### src/ros2_eth_defs.svh
`ifndef ROS2_ETH_DEFS_SVH
`define ROS2_ETH_DEFS_SVH

// ######################################################################
// queue sizing, power of two, 4 or more
// ######################################################################
`define ROS2_ETH_TX_DEPTH 16
`define ROS2_ETH_RX_DEPTH 16

// ######################################################################
// ipv4 and core framing constants
// ######################################################################
`define ROS2_ETH_IP_HDR_LEN 20
`define ROS2_ETH_PROTO_UDP 17
`define ROS2_ETH_DEFAULT_TTL 64

// address (4 bytes) plus payload length (2 bytes), msb first
`define ROS2_ETH_FRAME_HDR_LEN 6

`endif

### src/ros2_eth_pkg.sv
package ros2_eth_pkg;

  // header handed to the ip stack for transmit
  typedef struct packed {
    logic [31:0] dest_ip;
    logic [31:0] source_ip;
    logic [15:0] length;     // ip header plus payload
    logic [7:0]  protocol;
    logic [7:0]  ttl;
    logic [5:0]  dscp;
    logic [1:0]  ecn;
  } ip_tx_hdr_t;

  // header delivered by the ip stack on receive
  typedef struct packed {
    logic [31:0] source_ip;
    logic [31:0] dest_ip;
    logic [15:0] length;     // ip header plus payload
    logic [7:0]  protocol;
    logic [7:0]  ttl;
  } ip_rx_hdr_t;

  // one payload byte of a packet
  typedef struct packed {
    logic [7:0] data;
    logic       last;        // final byte of the packet
  } ip_beat_t;

  // app data ownership
  typedef enum logic [1:0] {
    GRANT_NONE = 2'b00,
    GRANT_IP   = 2'b01,
    GRANT_CPU  = 2'b10
  } grant_state_t;

endpackage

### src/byte_queue.sv
module byte_queue #(
  parameter int DEPTH = 16
) (
  input  logic       clk,
  input  logic       rst_n,
  input  logic       i_wr_en,
  input  logic [7:0] i_din,
  output logic       o_full,
  input  logic       i_rd_en,
  output logic [7:0] o_dout,
  output logic       o_empty
);

  localparam int AW = $clog2(DEPTH);

  logic [7:0]    mem [DEPTH];
  logic [AW-1:0] wr_ptr;
  logic [AW-1:0] rd_ptr;
  logic [AW:0]   count;     // one extra bit to tell full from empty
  logic          do_wr;
  logic          do_rd;

  assign o_full  = (count == (AW+1)'(DEPTH));
  assign o_empty = (count == '0);
  assign do_wr   = i_wr_en & ~o_full;   // writes to a full queue are dropped
  assign do_rd   = i_rd_en & ~o_empty;

  // show-ahead, head entry is always on the output
  assign o_dout = mem[rd_ptr];

  always_ff @(posedge clk) begin
    if (do_wr) begin
      mem[wr_ptr] <= i_din;
    end
  end

  always_ff @(posedge clk or negedge rst_n) begin
    if (!rst_n) begin
      wr_ptr <= '0;
      rd_ptr <= '0;
      count  <= '0;
    end else begin
      if (do_wr) begin
        wr_ptr <= wr_ptr + 1'b1;   // wraps at DEPTH
      end
      if (do_rd) begin
        rd_ptr <= rd_ptr + 1'b1;
      end
      case ({do_wr, do_rd})
        2'b10:   count <= count + 1'b1;
        2'b01:   count <= count - 1'b1;
        default: count <= count;
      endcase
    end
  end

endmodule

### src/ros2_eth_tx_adapter.sv
`include "ros2_eth_defs.svh"

module ros2_eth_tx_adapter (
  input  logic                     clk,
  input  logic                     rst_n,
  input  logic                     i_enable,
  input  logic [31:0]              i_local_ip,
  input  logic [7:0]               i_din,
  input  logic                     i_din_empty,
  output logic                     o_din_rd_en,
  output ros2_eth_pkg::ip_tx_hdr_t o_tx_hdr,
  output logic                     o_tx_hdr_valid,
  input  logic                     i_tx_hdr_ready,
  output ros2_eth_pkg::ip_beat_t   o_tx_payload,
  output logic                     o_tx_payload_valid,
  input  logic                     i_tx_payload_ready
);

  typedef enum logic [1:0] {
    ST_IDLE,
    ST_PREFIX,
    ST_HEADER,
    ST_PAYLOAD
  } state_t;

  state_t      state;
  logic [2:0]  byte_idx;
  logic [47:0] prefix;      // dest ip then payload length
  logic [15:0] remain;      // payload bytes still to send
  logic        pop_prefix;
  logic        beat_done;

  assign pop_prefix  = (state == ST_PREFIX) & ~i_din_empty;
  assign beat_done   = o_tx_payload_valid & i_tx_payload_ready;
  assign o_din_rd_en = pop_prefix | beat_done;

  // ######################################################################
  // ip side outputs
  // ######################################################################
  always_comb begin
    o_tx_hdr.dest_ip   = prefix[47:16];
    o_tx_hdr.source_ip = i_local_ip;
    o_tx_hdr.length    = prefix[15:0] + 16'(`ROS2_ETH_IP_HDR_LEN);
    o_tx_hdr.protocol  = 8'(`ROS2_ETH_PROTO_UDP);
    o_tx_hdr.ttl       = 8'(`ROS2_ETH_DEFAULT_TTL);
    o_tx_hdr.dscp      = '0;
    o_tx_hdr.ecn       = '0;
  end

  assign o_tx_hdr_valid = (state == ST_HEADER);

  always_comb begin
    o_tx_payload.data = i_din;
    o_tx_payload.last = (remain == 16'd1);
  end

  assign o_tx_payload_valid = (state == ST_PAYLOAD) & ~i_din_empty;

  // prefix bytes arrive msb first
  always_ff @(posedge clk) begin
    if (pop_prefix) begin
      prefix <= {prefix[39:0], i_din};
    end
  end

  // ######################################################################
  // frame FSM
  // ######################################################################
  always_ff @(posedge clk or negedge rst_n) begin
    if (!rst_n) begin
      state    <= ST_IDLE;
      byte_idx <= '0;
      remain   <= '0;
    end else begin
      case (state)
        ST_IDLE: begin
          byte_idx <= '0;
          if (i_enable && !i_din_empty) begin
            state <= ST_PREFIX;   // only start new frames while enabled
          end
        end
        ST_PREFIX: begin
          if (pop_prefix) begin
            byte_idx <= byte_idx + 3'd1;
            if (byte_idx == 3'(`ROS2_ETH_FRAME_HDR_LEN - 1)) begin
              state <= ST_HEADER;
            end
          end
        end
        ST_HEADER: begin
          if (i_tx_hdr_ready) begin
            remain <= prefix[15:0];
            state  <= (prefix[15:0] == '0) ? ST_IDLE : ST_PAYLOAD;   // empty frame
          end
        end
        ST_PAYLOAD: begin
          if (beat_done) begin
            remain <= remain - 16'd1;
            if (o_tx_payload.last) begin
              state <= ST_IDLE;
            end
          end
        end
        default: state <= ST_IDLE;
      endcase
    end
  end

endmodule

### src/ros2_eth_rx_adapter.sv
`include "ros2_eth_defs.svh"

module ros2_eth_rx_adapter (
  input  logic                     clk,
  input  logic                     rst_n,
  input  logic                     i_enable,
  input  ros2_eth_pkg::ip_rx_hdr_t i_rx_hdr,
  input  logic                     i_rx_hdr_valid,
  output logic                     o_rx_hdr_ready,
  input  ros2_eth_pkg::ip_beat_t   i_rx_payload,
  input  logic                     i_rx_payload_valid,
  output logic                     o_rx_payload_ready,
  output logic [7:0]               o_dout,
  input  logic                     i_dout_full,
  output logic                     o_dout_wr_en
);

  typedef enum logic [1:0] {
    ST_IDLE,
    ST_PREFIX,
    ST_PAYLOAD,
    ST_DROP
  } state_t;

  state_t      state;
  logic [2:0]  byte_idx;
  logic [47:0] prefix;      // source ip then payload length
  logic        hdr_take;
  logic        is_udp;
  logic        push_prefix;
  logic        beat_done;

  assign o_rx_hdr_ready = (state == ST_IDLE) & i_enable;
  assign hdr_take       = o_rx_hdr_ready & i_rx_hdr_valid;
  assign is_udp         = (i_rx_hdr.protocol == 8'(`ROS2_ETH_PROTO_UDP));

  assign push_prefix = (state == ST_PREFIX) & ~i_dout_full;
  assign beat_done   = o_rx_payload_ready & i_rx_payload_valid;

  // ######################################################################
  // queue write side
  // ######################################################################
  always_comb begin
    case (state)
      ST_PAYLOAD: o_rx_payload_ready = ~i_dout_full;
      ST_DROP:    o_rx_payload_ready = 1'b1;   // sink everything up to last
      default:    o_rx_payload_ready = 1'b0;
    endcase
  end

  assign o_dout_wr_en = push_prefix | ((state == ST_PAYLOAD) & beat_done);
  assign o_dout       = (state == ST_PREFIX) ? prefix[47:40] : i_rx_payload.data;

  // header latch, then shifted out msb first
  always_ff @(posedge clk) begin
    if (hdr_take) begin
      prefix <= {i_rx_hdr.source_ip,
                 i_rx_hdr.length - 16'(`ROS2_ETH_IP_HDR_LEN)};
    end else if (push_prefix) begin
      prefix <= {prefix[39:0], 8'h00};
    end
  end

  // ######################################################################
  // packet FSM
  // ######################################################################
  always_ff @(posedge clk or negedge rst_n) begin
    if (!rst_n) begin
      state    <= ST_IDLE;
      byte_idx <= '0;
    end else begin
      case (state)
        ST_IDLE: begin
          byte_idx <= '0;
          if (hdr_take) begin
            state <= is_udp ? ST_PREFIX : ST_DROP;
          end
        end
        ST_PREFIX: begin
          if (push_prefix) begin
            byte_idx <= byte_idx + 3'd1;
            if (byte_idx == 3'(`ROS2_ETH_FRAME_HDR_LEN - 1)) begin
              state <= ST_PAYLOAD;
            end
          end
        end
        ST_PAYLOAD, ST_DROP: begin
          if (beat_done && i_rx_payload.last) begin
            state <= ST_IDLE;
          end
        end
        default: state <= ST_IDLE;
      endcase
    end
  end

endmodule

### src/buffer_grant_ctrl.sv
module buffer_grant_ctrl (
  input  logic clk,
  input  logic rst_n,
  input  logic i_enable,
  input  logic i_app_data_ip_req,
  input  logic i_app_data_ip_rel,
  input  logic i_app_data_cpu_req,
  input  logic i_app_data_cpu_rel,
  output logic o_app_data_ip_grant,
  output logic o_app_data_cpu_grant,
  input  logic i_app_rx_ip_rel,
  input  logic i_app_rx_cpu_rel,
  output logic o_app_rx_ip_grant,
  output logic o_app_rx_cpu_grant
);

  ros2_eth_pkg::grant_state_t data_state;
  logic                       rx_cpu_owner;   // 0 core holds rx data, 1 cpu

  assign o_app_data_ip_grant  = i_enable & (data_state == ros2_eth_pkg::GRANT_IP);
  assign o_app_data_cpu_grant = i_enable & (data_state == ros2_eth_pkg::GRANT_CPU);
  assign o_app_rx_ip_grant    = i_enable & ~rx_cpu_owner;
  assign o_app_rx_cpu_grant   = i_enable & rx_cpu_owner;

  // ######################################################################
  // app data arbiter, core wins ties
  // ######################################################################
  always_ff @(posedge clk or negedge rst_n) begin
    if (!rst_n) begin
      data_state <= ros2_eth_pkg::GRANT_NONE;
    end else begin
      case (data_state)
        ros2_eth_pkg::GRANT_NONE: begin
          if (i_app_data_ip_req) begin
            data_state <= ros2_eth_pkg::GRANT_IP;
          end else if (i_app_data_cpu_req) begin
            data_state <= ros2_eth_pkg::GRANT_CPU;
          end
        end
        ros2_eth_pkg::GRANT_IP: begin
          if (i_app_data_ip_rel) data_state <= ros2_eth_pkg::GRANT_NONE;
        end
        ros2_eth_pkg::GRANT_CPU: begin
          if (i_app_data_cpu_rel) data_state <= ros2_eth_pkg::GRANT_NONE;
        end
        default: data_state <= ros2_eth_pkg::GRANT_NONE;
      endcase
    end
  end

  // rx data buffer ping-pongs on the holder's release
  always_ff @(posedge clk or negedge rst_n) begin
    if (!rst_n) begin
      rx_cpu_owner <= 1'b0;
    end else if (!rx_cpu_owner && i_app_rx_ip_rel) begin
      rx_cpu_owner <= 1'b1;
    end else if (rx_cpu_owner && i_app_rx_cpu_rel) begin
      rx_cpu_owner <= 1'b0;
    end
  end

endmodule

### src/ros2_eth_bridge.sv
`include "ros2_eth_defs.svh"

module ros2_eth_bridge (
  input  logic                     clk,
  input  logic                     rst_n,
  input  logic                     i_ether_en,
  input  logic [31:0]              i_local_ip,
  // core side
  input  logic                     i_tx_wr_en,
  input  logic [7:0]               i_tx_din,
  output logic                     o_tx_full,
  input  logic                     i_rx_rd_en,
  output logic [7:0]               o_rx_dout,
  output logic                     o_rx_empty,
  // ip stack, transmit
  output ros2_eth_pkg::ip_tx_hdr_t o_tx_hdr,
  output logic                     o_tx_hdr_valid,
  input  logic                     i_tx_hdr_ready,
  output ros2_eth_pkg::ip_beat_t   o_tx_payload,
  output logic                     o_tx_payload_valid,
  input  logic                     i_tx_payload_ready,
  // ip stack, receive
  input  ros2_eth_pkg::ip_rx_hdr_t i_rx_hdr,
  input  logic                     i_rx_hdr_valid,
  output logic                     o_rx_hdr_ready,
  input  ros2_eth_pkg::ip_beat_t   i_rx_payload,
  input  logic                     i_rx_payload_valid,
  output logic                     o_rx_payload_ready,
  // buffer grants
  input  logic                     i_app_data_ip_req,
  input  logic                     i_app_data_ip_rel,
  output logic                     o_app_data_ip_grant,
  input  logic                     i_app_data_cpu_req,
  input  logic                     i_app_data_cpu_rel,
  output logic                     o_app_data_cpu_grant,
  input  logic                     i_app_rx_ip_rel,
  output logic                     o_app_rx_ip_grant,
  input  logic                     i_app_rx_cpu_rel,
  output logic                     o_app_rx_cpu_grant
);

  logic [7:0] tx_q_dout;
  logic       tx_q_empty;
  logic       tx_q_rd_en;
  logic [7:0] rx_q_din;
  logic       rx_q_full;
  logic       rx_q_wr_en;

  // ######################################################################
  // transmit path, core bytes to ip header and beats
  // ######################################################################
  byte_queue #(.DEPTH(`ROS2_ETH_TX_DEPTH)) u_tx_queue (
    .clk(clk), .rst_n(rst_n),
    .i_wr_en(i_tx_wr_en), .i_din(i_tx_din), .o_full(o_tx_full),
    .i_rd_en(tx_q_rd_en), .o_dout(tx_q_dout), .o_empty(tx_q_empty)
  );

  ros2_eth_tx_adapter u_tx_adapter (
    .clk(clk), .rst_n(rst_n), .i_enable(i_ether_en), .i_local_ip(i_local_ip),
    .i_din(tx_q_dout), .i_din_empty(tx_q_empty), .o_din_rd_en(tx_q_rd_en),
    .o_tx_hdr(o_tx_hdr), .o_tx_hdr_valid(o_tx_hdr_valid), .i_tx_hdr_ready(i_tx_hdr_ready),
    .o_tx_payload(o_tx_payload), .o_tx_payload_valid(o_tx_payload_valid),
    .i_tx_payload_ready(i_tx_payload_ready)
  );

  // ######################################################################
  // receive path, udp packets framed for the core
  // ######################################################################
  ros2_eth_rx_adapter u_rx_adapter (
    .clk(clk), .rst_n(rst_n), .i_enable(i_ether_en),
    .i_rx_hdr(i_rx_hdr), .i_rx_hdr_valid(i_rx_hdr_valid), .o_rx_hdr_ready(o_rx_hdr_ready),
    .i_rx_payload(i_rx_payload), .i_rx_payload_valid(i_rx_payload_valid),
    .o_rx_payload_ready(o_rx_payload_ready),
    .o_dout(rx_q_din), .i_dout_full(rx_q_full), .o_dout_wr_en(rx_q_wr_en)
  );

  byte_queue #(.DEPTH(`ROS2_ETH_RX_DEPTH)) u_rx_queue (
    .clk(clk), .rst_n(rst_n),
    .i_wr_en(rx_q_wr_en), .i_din(rx_q_din), .o_full(rx_q_full),
    .i_rd_en(i_rx_rd_en), .o_dout(o_rx_dout), .o_empty(o_rx_empty)
  );

  // app data and rx data ownership
  buffer_grant_ctrl u_grant_ctrl (
    .clk(clk), .rst_n(rst_n), .i_enable(i_ether_en),
    .i_app_data_ip_req(i_app_data_ip_req), .i_app_data_ip_rel(i_app_data_ip_rel),
    .i_app_data_cpu_req(i_app_data_cpu_req), .i_app_data_cpu_rel(i_app_data_cpu_rel),
    .o_app_data_ip_grant(o_app_data_ip_grant), .o_app_data_cpu_grant(o_app_data_cpu_grant),
    .i_app_rx_ip_rel(i_app_rx_ip_rel), .i_app_rx_cpu_rel(i_app_rx_cpu_rel),
    .o_app_rx_ip_grant(o_app_rx_ip_grant), .o_app_rx_cpu_grant(o_app_rx_cpu_grant)
  );

endmodule

### config.mk
export PLATFORM = sky130hd
export DESIGN_NAME = ros2_eth_bridge
export DESIGN_NICKNAME = d
export VERILOG_FILES = /design/src/ros2_eth_pkg.sv /design/src/byte_queue.sv /design/src/ros2_eth_tx_adapter.sv /design/src/ros2_eth_rx_adapter.sv /design/src/buffer_grant_ctrl.sv /design/src/ros2_eth_bridge.sv
export VERILOG_INCLUDE_DIRS = /design/src /design/src/src
export SDC_FILE = /design/constraint.sdc
export NUM_CORES = 1
export LEC_CHECK = 0
export BUFFER_PORTS_ARGS = -buffer_cell sky130_fd_sc_hd__buf_2
export CAP_MARGIN = 40
export CORE_UTILIZATION = 49
export DETAILED_ROUTE_END_ITERATION = 12
export PLACE_DENSITY = 0.75
export SLEW_MARGIN = 20
export SYNTH_ARGS = -nofsm -noshare
export SYNTH_HDL_FRONTEND = slang
export SYNTH_SLANG_ARGS = --single-unit
### constraint.sdc
create_clock -name clk -period 5.1 [get_ports clk]
set_clock_uncertainty 0.1 [all_clocks]
set_input_delay 0.255 -clock clk [delete_from_list [all_inputs] [get_ports clk]]
set_output_delay 0.255 -clock clk [all_outputs]
set_load 0.02 [all_outputs]
==> metrics.md <==
| Metric | Value |
|---|---|
| RePlAce Congestion | `0.8313` |
| GRT Total Usage | `0.1935` |
| Distinct cells, synth | `67` |
| Core Box Area | `35,660 sq um` |
| Post-Syn Area | `17,840 sq um` |
| Failing checks | `design-rule violations` |
| Post-DP HPWL | `22,850 um` |
| Fillers | `2,649` |
| Vias in the first global route | `10,140` |
| Min-delay worst type | `primary input to flip-flop` |
| Post-synthesis mux area share | `0.09917` |
| R2R setup slack | `1.83 ns` |
| Resized cells post-CTS | `0` |
| Pin count of the biggest net entering global routing | `between 50 and 60` |
| Worst path cell trace | `buf_4, mux4_2, mux4_2, buf_2` |
| Die area | `about 37,000 sq um` |
| WL per Instance | `19.13 um` |
| WL final | `about 36,000 um` |
| Cells after Synth | `1,195` |
| Via Count | `10,200` |
| Required @ worst endpoint | `4.74 ns` |
| Post-route DRC | `24` |
| I/O pins | `291` |
| Layout Nets | `around 1,600` |
| Simple-gate area share of the yosys netlist | `0.08963` |
| Max-slew headroom | `0.4111` |
| Tightest Pin Transition | `0.8766 ns` |
| Finished Layout Cells | `1,875` |
| Worst-path fanout max | `21` |
| Leak Pwr | `slightly below 8 nW` |
| Die height | `192.8 um` |
| Fin util | `0.5817` |
| Max Freq | `292.7 MHz` |
| Drt pass-1 iters | `9` |
| VDD IR max | `335.8 uV` |
| Yosys warning total | `0` |
| Clock transition at the registers of the reported paths | `0.06 ns` |
| Fin crit period | `between 3 and 4 ns` |
| TNS Setup | `0 ns` |
| Antenna-violating nets left | `0` |
| Area share of fa/ha/maj cells after synthesis | `0.02118` |
| Avg Vias per Cell | `5.438` |
| CTS Sinks | `between 400 and 500` |
| Commonest non-fill, non-tap cells in the layout | `edfxtp_1 (352), nand2_1 (171), buf_2 (162)` |
| Remaining Overflow, GRT | `0` |
| Initial DRC Count | `647` |
| Wire length of the first global-routing pass | `54,710 um` |
| RSZ-0062 raised after global routing | `no` |
| Highest-delay cell along the critical path | `dfrtp_2` |
| Row cnt | `69` |
| Async set-reset flop share out of synthesis | `0.1351` |
| CP Data Arrival Time | `3.06 ns` |
| Finish-stage setup viols | `0` |
| Avg Inst Size Synth | `approximately 15 sq um` |
| Dpl cells | `1,730` |
| CP startpoint kind | `flip-flop` |
| Crit-path max cell delay | `0.82 ns` |
| Initial Util | `0.5004` |
| CTS tree | `done` |
| Root Buffer | `clkbuf_16` |
| Flops & latches, synth | `407` |
| Max-Cap Viols | `0` |
| Pwr Density | `588.1 nW/um^2` |
| Status | `finished with violations` |
| Final hold violations | `0` |
| Initial antenna violation count | `1` |
| Synth Flop Type | `edfxtp_1` |
| XOR/XNOR share of the synthesized area | `0.02062` |
| CP top delay family | `multiplexers` |
| H-tree Lvls | `2` |
| Die W | `192.8 um` |
| Clock latency at the later pin of the worst-skew pair | `0.56 ns` |
| Critical path class | `flip-flop to primary output` |
| Most common cell on crit path | `mux4_2` |
| Number of enable flip-flop cells after synthesis | `352` |
| Crit path buf inv count | `2` |
| PortBufs | `around 160` |
| Endpoint class of the critical path | `primary output` |
| Seq/Total Area, Yosys | `0.6696` |
| Synth Area in Compound Gates | `0.04152` |
| Count of pins over their slew limit | `0` |
| Final worst-path cycle share | `0.6699` |
| Largest family of logic cells by synthesized area | `multiplexers` |
| CTS buffer count | `between 40 and 50` |
| Most common cell after layout, fill and taps aside | `edfxtp_1` |
| Final Power | `12.20 mW` |
| Clock buffer depth | `3` |
| Layout cell share with drive strength beyond 1 | `0.2576` |
| Layout area overhead | `16.26%` |
layer usage:
metal	routed length, um	GRT usage	up-vias
met5	0	0	-
met4	959	0.07238	0
met3	2009	0.03437	78
met2	18340	0.3299	345
met1	14570	0.2467	5077
li1	-	-	4697
worst paths after layout:
check,end,depth (start not counted),startpoint
setup / recovery,o_rx_dout[2],4,u_rx_queue.rd_ptr[0]
hold / removal,u_rx_adapter.prefix[14],3,i_rx_hdr[30]
setup reg to reg,u_rx_queue.count[4],10,u_rx_adapter.state[1]
hold reg to reg,u_tx_adapter.prefix[41],0,u_tx_adapter.prefix[33]
max in group asynchronous,u_tx_queue.rd_ptr[0],4,rst_n
min in group asynchronous,u_rx_adapter.byte_idx[2],3,rst_n
sequential cells by signal, summed over array words and instances, names as in the netlist, 4 cells and up:
| register | flops |
|---|---|
| u_tx_adapter.remain | 16 |
| u_tx_queue.wr_ptr | 4 |
| u_rx_queue.wr_ptr | 4 |
| u_tx_queue.mem | 128 |
| u_rx_queue.count | 5 |
| u_tx_queue.rd_ptr | 4 |
| u_tx_queue.count | 5 |
| u_rx_queue.mem | 128 |
| u_rx_adapter.prefix | 48 |
| u_tx_adapter.prefix | 48 |
| u_rx_queue.rd_ptr | 4 |
stage by stage:
| stage | instance area [sq um] | setup slack, ns | hold slack (ns) |
|---|---|---|---|
| finish | 20740 | 1.683 | 0.02631 |
| global route | 20740 | 1.479 | 0.03367 |
| CTS | 20670 | 1.580 | 0.001530 |
| detailed placement | 18680 | 1.831 | 0.3325 |
| global placement | 18570 | 1.896 | 0.3248 |
| floorplan | 17920 | 0.1735 | -0.1406 |
timing repair:
item,in CTS,in global routing
hold buffers,59,0
buffers inserted,0,0
endpoints found under the hold margin,223,0
tightest hold or removal path, cell delays in order:
cell,delay [ns]
buf_2,0.10
xnor2_1,0.07
o21ai_0,0.12
cells by family (layout without fill, tap and decap cells):
kind of cell    Yosys count  count (layout)
compound gates          117             117
xor+xnor                 42              42
fa+ha+maj                29              29
buf+inv                 173             369
flops                   407             407
mux                      86              86
other cells               2              25
simple gates            339             339
cell usage after synthesis (4+ instances only):
library cell  count  area, sq um
ha_1             27        337.8
nor3_1           18        90.09
mux2_2            4        45.04
buf_1             7        26.28
nor2b_1          16        100.1
nand4_1          10        62.56
mux2i_1           8        80.08
and3_1            4        25.02
clkbuf_1         30        112.6
nand3_1          10        50.05
a211oi_1         11        82.58
nand2_1         171        641.9
nand2b_1          5        31.28
xor2_1           11        96.34
nor4_1           10        62.56
a31oi_1           4        25.02
or3_1             4        25.02
o21ai_0          27        135.1
o22ai_1           6        37.54
xnor2_1          31        271.5
inv_1            29        108.9
dfrtp_1          55         1376
a22o_1            6        52.55
buf_4            92        690.7
a21o_1            4        30.03
edfxtp_1        352        10570
mux4_2           72         1622
o21ai_1           4        20.02
buf_2            12        60.06
nor2_1           59        221.5
and2_1            9        56.30
a21oi_1          33        165.2
power breakdown:
| part | switching (mW) | internal [mW] |
|---|---|---|
| logic | 2.23 | 1.65 |
| clock network | 1.28 | 1.78 |
| registers | 0.625 | 4.64 |
final cells by class:
cell class	instances	area, sq um	share of cell area
well taps	461	576.8	0.02781
clock inverters	25	232.7	0.01122
flip-flops and latches	407	11950	0.5762
repair buffers	260	1747	0.08421
inverters	29	108.9	0.005248
diodes	1	2.502	0.0001206
clock buffers	55	1162	0.05604
multi-input cells	637	4961	0.2392
Power figures use the tool's default switching activity.
